### config.mk
export PLATFORM = sky130hd
export DESIGN_NAME = wiscSlice
export DESIGN_NICKNAME = d
export VERILOG_FILES = /design/src/isaPkg.sv /design/src/ctrlPkg.sv /design/src/control.sv /design/src/operandUnit.sv /design/src/execUnit.sv /design/src/wiscSlice.sv
export VERILOG_INCLUDE_DIRS = /design/src
export SDC_FILE = /design/constraint.sdc
export NUM_CORES = 1
export LEC_CHECK = 0
export BUFFER_PORTS_ARGS = -buffer_cell sky130_fd_sc_hd__buf_2
export CAP_MARGIN = 20
export CORE_AREA = 2 2 173 175
export DETAILED_ROUTE_END_ITERATION = 10
export DIE_AREA = 0 0 175 177
export PLACE_DENSITY = 0.7
export SLEW_MARGIN = 20
export SYNTH_ARGS = -nofsm -noshare
export SYNTH_HDL_FRONTEND = slang
export SYNTH_SLANG_ARGS = --single-unit
### constraint.sdc
create_clock -name clk -period 6.19 [get_ports clk]
set_input_delay 0.3095 -clock clk [delete_from_list [all_inputs] [get_ports clk]]
set_output_delay 0.3095 -clock clk [all_outputs]
set_load 0.005 [all_outputs]
### src/wisc_config.svh
// Datapath and bus sizes
`ifndef WISC_CONFIG_SVH
`define WISC_CONFIG_SVH

`define DATA_W 16
`define REG_COUNT 8
`define REG_AW 3
`define WB_AW 4

`endif

### src/isaPkg.sv
// Instruction set definitions
package isaPkg;

	// Opcode map, one row per group of four
	typedef enum logic [4:0] {
		opHalt, opNop, opSiic, opRti,
		opJ, opJr, opJal, opJalr,
		opAddi, opSubi, opXori, opAndi,
		opBeqz, opBnez, opBltz, opBgez,
		opSt, opLd, opSlbi, opStu,
		opRoli, opSlli, opRori, opSrli,
		opLbi, opBtr, opShiftR, opAluR,
		opSeq, opSlt, opSle, opSco
	} opcode_e;

	typedef struct packed {
		opcode_e opcode;
		logic [2:0] rs;
		logic [2:0] rd;
		logic [4:0] imm5;
	} iOneFmt_t;

	typedef struct packed {
		opcode_e opcode;
		logic [2:0] rs;
		logic [2:0] rt;
		logic [2:0] rd;
		logic [1:0] func;
	} rFmt_t;

	typedef struct packed {
		opcode_e opcode;
		logic [2:0] rs;
		logic [7:0] imm8;
	} iTwoFmt_t;

	// One word, three field layouts
	typedef union packed {
		iOneFmt_t iOne;
		rFmt_t rView;
		iTwoFmt_t iTwo;
	} instr_u;

endpackage

### src/ctrlPkg.sv
// Control signal encodings
package ctrlPkg;

	typedef enum logic [2:0] {
		add, subFromImm, xorOp, andOp, andnOp, sub, passB
	} aluOp_e;

	// Same order as the low opcode bits of the immediate shifts
	typedef enum logic [1:0] {
		rol, sll, ror, srl
	} shiftOp_e;

	typedef enum logic [2:0] {
		alu, shift, setCond, lbi, slbi, btr
	} resSel_e;

	typedef enum logic [1:0] {
		fromRd5, fromRd2, fromRs
	} destSel_e;

endpackage

### src/control.sv
// Opcode decoder
`timescale 1ns/1ps

module control import isaPkg::*, ctrlPkg::*; (
	input instr_u instr,
	output logic regWrite,
	output logic useImm,
	output logic signExt,
	output logic immWide,
	output logic invB,
	output logic halt,
	output logic isSet,
	output aluOp_e aluOp,
	output shiftOp_e shiftOp,
	output resSel_e resSel,
	output destSel_e destSel,
	output logic [1:0] setKind
);

	always_comb begin
		// Anything not listed below is a no-op here
		regWrite = 1'b0;
		useImm = 1'b0;
		signExt = 1'b0;
		immWide = 1'b0;
		invB = 1'b0;
		halt = 1'b0;
		isSet = 1'b0;
		setKind = 2'd0;
		aluOp = passB;
		shiftOp = shiftOp_e'(instr.iOne.opcode[1:0]);
		resSel = alu;
		destSel = fromRd5;
		case (instr.iOne.opcode)
			opHalt: halt = 1'b1;
			opAddi, opSubi: begin
				regWrite = 1'b1;
				useImm = 1'b1;
				signExt = 1'b1;
				aluOp = instr.iOne.opcode[0] ? subFromImm : add;
			end
			// Logic immediates are zero-extended
			opXori, opAndi: begin
				regWrite = 1'b1;
				useImm = 1'b1;
				aluOp = instr.iOne.opcode[0] ? andOp : xorOp;
			end
			opRoli, opSlli, opRori, opSrli: begin
				regWrite = 1'b1;
				useImm = 1'b1;
				resSel = shift;
			end
			opLbi: begin
				regWrite = 1'b1;
				useImm = 1'b1;
				signExt = 1'b1;
				immWide = 1'b1;
				resSel = lbi;
				destSel = fromRs;
			end
			opSlbi: begin
				regWrite = 1'b1;
				useImm = 1'b1;
				immWide = 1'b1;
				resSel = slbi;
				destSel = fromRs;
			end
			opBtr: begin
				regWrite = 1'b1;
				resSel = btr;
				destSel = fromRd2;
			end
			opAluR: begin
				regWrite = 1'b1;
				destSel = fromRd2;
				case (instr.rView.func)
					2'b00: aluOp = add;
					2'b01: aluOp = sub;
					2'b10: aluOp = xorOp;
					default: begin
						aluOp = andnOp;
						invB = 1'b1;
					end
				endcase
			end
			opShiftR: begin
				regWrite = 1'b1;
				destSel = fromRd2;
				resSel = shift;
				shiftOp = shiftOp_e'(instr.rView.func);
			end
			// eq, lt, le, carry-out from the low opcode bits
			opSeq, opSlt, opSle, opSco: begin
				regWrite = 1'b1;
				destSel = fromRd2;
				resSel = setCond;
				isSet = 1'b1;
				setKind = instr.iOne.opcode[1:0];
			end
			default: ;
		endcase
	end

	always_comb begin
		assert (!(halt && regWrite))
			else $error("control: halt decoded together with regWrite");
	end

endmodule

### src/operandUnit.sv
// Register file and immediate extender
`timescale 1ns/1ps
`include "wisc_config.svh"

module operandUnit import isaPkg::*; (
	input logic clk,
	input logic rstN,
	input instr_u instr,
	input logic signExt,
	input logic immWide,
	input logic wrEn,
	input logic [`REG_AW-1:0] wrAddr,
	input logic [`DATA_W-1:0] wrData,
	output logic [`DATA_W-1:0] rsVal,
	output logic [`DATA_W-1:0] rtVal,
	output logic [`DATA_W-1:0] immVal
);

	logic [`DATA_W-1:0] regs [`REG_COUNT];
	logic immSign;

	always_ff @(posedge clk or negedge rstN) begin
		if (!rstN) begin
			for (int i = 0; i < `REG_COUNT; i++) begin
				regs[i] <= '0;
			end
		end else if (wrEn) begin
			regs[wrAddr] <= wrData;
		end
	end

	assign rsVal = regs[instr.iOne.rs];
	assign rtVal = regs[instr.rView.rt];

	// Sign bit comes from whichever field is in use
	assign immSign = signExt & (immWide ? instr.iTwo.imm8[7] : instr.iOne.imm5[4]);
	assign immVal = immWide ? {{(`DATA_W-8){immSign}}, instr.iTwo.imm8}
		: {{(`DATA_W-5){immSign}}, instr.iOne.imm5};

	assert property (@(posedge clk) disable iff (!rstN) wrEn |-> !$isunknown(wrAddr))
		else $error("operandUnit: write with unknown address");

endmodule

### src/execUnit.sv
// Execute, writeback and halt state
`timescale 1ns/1ps
`include "wisc_config.svh"

module execUnit import isaPkg::*, ctrlPkg::*; (
	input logic clk,
	input logic rstN,
	input logic issue,
	input instr_u instr,
	input logic regWrite,
	input logic useImm,
	input logic invB,
	input logic halt,
	input logic isSet,
	input aluOp_e aluOp,
	input shiftOp_e shiftOp,
	input resSel_e resSel,
	input destSel_e destSel,
	input logic [1:0] setKind,
	input logic [`DATA_W-1:0] rsVal,
	input logic [`DATA_W-1:0] rtVal,
	input logic [`DATA_W-1:0] immVal,
	output logic wrEn,
	output logic [`REG_AW-1:0] wrAddr,
	output logic [`DATA_W-1:0] wrData,
	output logic halted,
	output logic lastSkipped
);

	logic [`DATA_W-1:0] opB;
	logic [`DATA_W-1:0] aluRes;
	logic [`DATA_W-1:0] shiftRes;
	logic [`DATA_W-1:0] btrRes;
	logic [2*`DATA_W-1:0] rotL;
	logic [2*`DATA_W-1:0] rotR;
	logic [3:0] shAmt;
	logic [`DATA_W:0] carrySum;
	logic setBit;

	assign opB = (useImm ? immVal : rtVal) ^ {`DATA_W{invB}};

	// Reversed subtract for subi and sub, andn relies on invB
	always_comb begin
		case (aluOp)
			add: aluRes = rsVal + opB;
			subFromImm, sub: aluRes = opB - rsVal;
			xorOp: aluRes = rsVal ^ opB;
			andOp, andnOp: aluRes = rsVal & opB;
			default: aluRes = opB;
		endcase
	end

	// Rotates through a doubled word
	assign shAmt = opB[3:0];
	assign rotL = {rsVal, rsVal} << shAmt;
	assign rotR = {rsVal, rsVal} >> shAmt;

	always_comb begin
		case (shiftOp)
			rol: shiftRes = rotL[2*`DATA_W-1:`DATA_W];
			sll: shiftRes = rsVal << shAmt;
			ror: shiftRes = rotR[`DATA_W-1:0];
			default: shiftRes = rsVal >> shAmt;
		endcase
	end

	assign carrySum = {1'b0, rsVal} + {1'b0, rtVal};

	always_comb begin
		case (setKind)
			2'd0: setBit = rsVal == rtVal;
			2'd1: setBit = $signed(rsVal) < $signed(rtVal);
			2'd2: setBit = $signed(rsVal) <= $signed(rtVal);
			default: setBit = carrySum[`DATA_W];
		endcase
	end

	always_comb begin
		for (int i = 0; i < `DATA_W; i++) begin
			btrRes[i] = rsVal[`DATA_W-1-i];
		end
	end

	always_comb begin
		case (resSel)
			alu: wrData = aluRes;
			shift: wrData = shiftRes;
			setCond: wrData = {{(`DATA_W-1){1'b0}}, isSet & setBit};
			lbi: wrData = immVal;
			slbi: wrData = {rsVal[7:0], immVal[7:0]};
			btr: wrData = btrRes;
			default: wrData = '0;
		endcase
	end

	always_comb begin
		case (destSel)
			fromRd2: wrAddr = instr.rView.rd;
			fromRs: wrAddr = instr.iOne.rs;
			default: wrAddr = instr.iOne.rd;
		endcase
	end

	assign wrEn = issue & regWrite & ~halted;

	always_ff @(posedge clk or negedge rstN) begin
		if (!rstN) begin
			halted <= 1'b0;
			lastSkipped <= 1'b0;
		end else if (issue) begin
			if (halt) begin
				halted <= 1'b1;
			end
			lastSkipped <= ~(regWrite & ~halted);
		end
	end

	assert property (@(posedge clk) disable iff (!rstN) halted |-> !wrEn)
		else $error("execUnit: register write after halt");

endmodule

### src/wiscSlice.sv
// Decode and execute slice with Wishbone slave
`timescale 1ns/1ps
`include "wisc_config.svh"

module wiscSlice import isaPkg::*, ctrlPkg::*; (
	input logic clk,
	input logic rstN,
	input logic cyc,
	input logic stb,
	input logic we,
	input logic [`WB_AW-1:0] adr,
	input logic [`DATA_W-1:0] datIn,
	input logic [1:0] sel,
	output logic [`DATA_W-1:0] datOut,
	output logic ack
);

	instr_u instrWord;
	instr_u opInstr;
	logic reqValid;
	logic rdActive;
	logic issue;
	logic [`WB_AW-1:0] regSel;
	logic [7:0] issueCount;
	logic [`DATA_W-1:0] status;
	logic [`DATA_W-1:0] readMux;

	logic regWrite, useImm, signExt, immWide, invB, halt, isSet;
	aluOp_e aluOp;
	shiftOp_e shiftOp;
	resSel_e resSel;
	destSel_e destSel;
	logic [1:0] setKind;
	logic [`DATA_W-1:0] rsVal, rtVal, immVal;
	logic wrEn;
	logic [`REG_AW-1:0] wrAddr;
	logic [`DATA_W-1:0] wrData;
	logic halted, lastSkipped;

	assign instrWord = datIn;
	assign reqValid = cyc & stb & ~ack;
	assign rdActive = cyc & stb & ~we;
	assign issue = reqValid & we & (adr == '0);
	assign regSel = adr - 1'b1;

	// Host reads borrow the rs port
	always_comb begin
		opInstr = instrWord;
		if (rdActive) begin
			opInstr = '0;
			opInstr.iOne.rs = regSel[`REG_AW-1:0];
		end
	end

	assign status = {issueCount, 6'b0, lastSkipped, halted};

	always_comb begin
		if (adr == '0) begin
			readMux = status;
		end else if (adr <= `WB_AW'(`REG_COUNT)) begin
			readMux = rsVal;
		end else begin
			readMux = '0;
		end
	end

	always_ff @(posedge clk or negedge rstN) begin
		if (!rstN) begin
			ack <= 1'b0;
			issueCount <= '0;
		end else begin
			ack <= reqValid;
			if (issue) begin
				issueCount <= issueCount + 1'b1;
			end
		end
	end

	always_ff @(posedge clk) begin
		if (reqValid && !we) begin
			datOut <= readMux;
		end
	end

	control u_control (
		.instr(instrWord), .regWrite, .useImm, .signExt, .immWide, .invB, .halt,
		.isSet, .aluOp, .shiftOp, .resSel, .destSel, .setKind
	);

	operandUnit u_operandUnit (
		.clk, .rstN, .instr(opInstr), .signExt, .immWide, .wrEn, .wrAddr, .wrData,
		.rsVal, .rtVal, .immVal
	);

	execUnit u_execUnit (
		.clk, .rstN, .issue, .instr(instrWord), .regWrite, .useImm, .invB, .halt,
		.isSet, .aluOp, .shiftOp, .resSel, .destSel, .setKind, .rsVal, .rtVal,
		.immVal, .wrEn, .wrAddr, .wrData, .halted, .lastSkipped
	);

	// Single-cycle ack only after a fresh request
	assert property (@(posedge clk) disable iff (!rstN) ack |-> $past(cyc && stb && !ack))
		else $error("wiscSlice: ack without a pending request");

endmodule

==> results.txt <==
Met1 usage = 44.2%
Slew @ Worst Pin = 1090 ps
Maximum number of pins on one net before global-route repair = 73
CP max-delay cell = mux4_2
Die Ht = 177 um
Most used routing layer = met2
Setup TNS = 0 ps
Initial antenna violation count = 1
Leak = 7.09 nW
Nets = 1734
Comb pwr share = 35.0%
Worst Skew = 17.3 ps
DRC = 0
First-pass GRT wire length = 79600 um
Detailed Route WL = 51400 um
Starting Density = 49.4%
Total track usage = 33.5%
PD cells = 222 nW/um^2
Sequential Power Share = 30.1%
DRT antenna net count = 0
P_sw = 1.32 mW
Placer congestion estimate = 1.03
Most frequent CP cell = ha_1
Max Cap Viol = 0
H-tree depth = 4
Most frequent cells in the layout = 170 x nand2_1, 139 x dfrtp_1, 120 x a21oi_1
Grt ovf = 0
CTS Root Cell = clkbuf_16
Critical Path RT = 6510 ps
Commonest non-fill, non-tap cell in the layout = nand2_1
Slew headroom = 27.3%
Total power = 3.52 mW
Die width = 175 um
WS Path Type = primary input to flop
Area Overhead vs Synth = 9.67%
Critical path, cell by cell = buf_2, inv_1, ha_1, nand4bb_1, o21ai_2, buf_4, mux4_2, mux2i_4, nand4_4, or2_1, o41a_1, xnor2_1, ha_1, nand3b_1, o311ai_0, a221oi_1, nand3_1, a32oi_1, o211ai_1, mux2_2
Max Clk Rate = 0.181 GHz
Ys async rst share = 89.7%
# clock sinks = 155
Unique cell type count in the Yosys netlist = 112
Post-CTS Setup Inserts = 0
Critical path startpoint category = primary input
Max-slew violations = 0
Buffers on Ports = 41
Ranking of synthesized cells by area = dfrtp_1 24%, ha_1 6.4%, mux2i_1 6.2%
# placed instances = 2002
CTS tree = yes
Status = completed
Share of post-route cells with drive strength above 1 = 19.6%
Reg clk slew, reported paths = 70 ps
M3 GR Usage = 6.59%
Tcrit/Tclk final = 89.5%
Synth Cell Area = 14400 um^2
Hold/Removal Path Class = primary input to flop
Vias in the first global route = 13300
Fin crit period = 5540 ps
WL/cell = 25.3 um
Switching Share = 37.5%
Detailed Routing Iterations Pass 1 = 6
Finished Layout Cells = 2035
DP Wirelength = 37700 um
IO Pins = 44
CTS Hold Bufs = 1
Max incr delay on CP = 530 ps
Routing usage on met2 = 52.1%
Final setup violating endpoints = 0
Fillers = 2643
Die Area = 31000 um^2
Final core utilization = 54.2%
Ys Warns = 0
Peak VDD IR = 0.181 mV
Register area share after synthesis = 27.4%
Number of core rows = 63
RSZ-0062 raised after global routing = no
WP data arrival = 5860 ps
Worst hold slack = 188 ps
Net count after synthesis = 1714
CTS buffer count = 17
Post-synth top area share = 24.1%
EDFF count, synth = 16
Mapped Cells = 1612
Final Hold Fails = 0
Total core area = 29200 um^2
Syn_area_per_cell = 8.96 um^2
Main flop type after synthesis = dfrtp_1
Post-CTS Resized = 0
Crit end category = flop
Vias per Instance = 6.82
Number of inserted diodes = 0
1st-iter DRT viols = 1975
Clk Latency, worst-skew pair = 440 ps
Clk buf depth = 2
CP max FO = 9
Clk network pwr share = 34.9%
Internal = 2.20 mW
Via count = 13900
Yosys top cell by area = dfrtp_1
Flops & latches, synth = 155
-- stage by stage --
| stage | cell area [um^2] | setup WS [ps] |
|---|---|---|
| 4_1_cts | 15800 | 726 |
| 3_5_place_dp | 15200 | 289 |
| 3_3_place_gp | 15200 | 384 |
| 6_report | 15800 | 653 |
| 5_1_grt | 15800 | 243 |
| 2_1_floorplan | 14400 | 1350 |
-- layout make-up --
class,instances,area [um^2],share of cell area [%]
Multi-Input combinational cell,1274,9640,60.8
Clock inverter,14,251,1.59
Tap cell,390,488,3.08
Clock buffer,18,429,2.71
Timing Repair Buffer,120,832,5.25
Sequential cell,155,3960,25.0
Inverter,64,246,1.56
-- critical path: cells and delay by family --
family | cells | cell delay [ps]
buffers and inverters | 3 | 490
multiplexers | 3 | 1230
XOR/XNOR | 1 | 140
AND/OR/NAND/NOR | 5 | 1080
AO/OA/AOI/OAI | 6 | 1890
adder cells (fa/ha/maj) | 2 | 680
-- registers in the layout, indices dropped and copies added (netlist names) --
signal                  count
ack                         1
datOut                     16
issueCount                  8
u_execUnit.halted           1
u_execUnit.lastSkipped      1
u_operandUnit.regs        128
-- cell families (layout without fill, tap and decap cells) --
| family | after synthesis | count (layout) | synth area share [%] |
|---|---|---|---|
| AO/OA/AOI/OAI | 505 | 505 | 24.9 |
| XOR/XNOR | 44 | 44 | 2.72 |
| adder cells (fa/ha/maj) | 75 | 75 | 6.55 |
| buffers and inverters | 183 | 216 | 6.05 |
| flip-flops | 155 | 155 | 27.4 |
| multiplexers | 213 | 213 | 17.8 |
| AND/OR/NAND/NOR | 437 | 437 | 14.6 |
-- final timing paths --
kind	to	startpoint	cells past startpoint	slack [ps]
setup / recovery	u_operandUnit.regs[46]$_DFFE_PN0P_	adr[0]	20	650
hold / removal	ack$_DFF_PN0_	stb	3	190
setup reg to reg	u_operandUnit.regs[46]$_DFFE_PN0P_	u_operandUnit.regs[32]$_DFFE_PN0P_	19	840
hold reg to reg	issueCount[7]$_DFFE_PN0P_	issueCount[7]$_DFFE_PN0P_	1	480
max in group asynchronous	issueCount[1]$_DFFE_PN0P_	rstN	3	4390
min in group asynchronous	u_operandUnit.regs[9]$_DFFE_PN0P_	rstN	2	420
-- routing by layer --
layer / vias to the layer above / part of all wire (%)
li1: 6093 / -
met1: 6717 / 40
met2: 874 / 44
met3: 199 / 9.6
met4: 0 / 5.9
met5: - / 0
-- cell usage after synthesis, types with 6 or more instances --
| cell type | instances |
|---|---|
| nand4_1 | 10 |
| nand3_1 | 36 |
| nor2_1 | 105 |
| and3_1 | 12 |
| o21ai_1 | 28 |
| ha_1 | 74 |
| nand2b_1 | 17 |
| xnor2_1 | 37 |
| edfxtp_1 | 16 |
| o22ai_1 | 12 |
| o31ai_1 | 15 |
| mux4_2 | 21 |
| buf_4 | 13 |
| xor2_1 | 6 |
| inv_1 | 56 |
| mux2_1 | 27 |
| o221ai_1 | 7 |
| mux2_2 | 69 |
| nor2b_1 | 12 |
| buf_6 | 9 |
| a311oi_1 | 7 |
| mux2i_1 | 89 |
| a221oi_1 | 25 |
| nand2_1 | 170 |
| a31oi_1 | 21 |
| o21ai_0 | 71 |
| a211oi_1 | 37 |
| a21oi_1 | 120 |
| a21oi_2 | 7 |
| dfrtp_1 | 139 |
| and2_1 | 11 |
| a22oi_1 | 32 |
| buf_1 | 7 |
| buf_2 | 33 |
| a21o_1 | 8 |
| nor3_1 | 20 |
| clkbuf_1 | 54 |
| o211ai_1 | 19 |
-- power by group through the flow --
stage / clock network [mW] / logic (mW) / registers (mW)
2_1_floorplan: 0 / 0.822 / 1.07
3_3_place_gp: 0 / 1.17 / 1.08
3_5_place_dp: 0 / 1.19 / 1.08
4_1_cts: 1.24 / 1.19 / 1.06
5_1_grt: 1.29 / 1.31 / 1.06
6_report: 1.23 / 1.23 / 1.06
No activity file was read; power rests on OpenSTA's default activity.
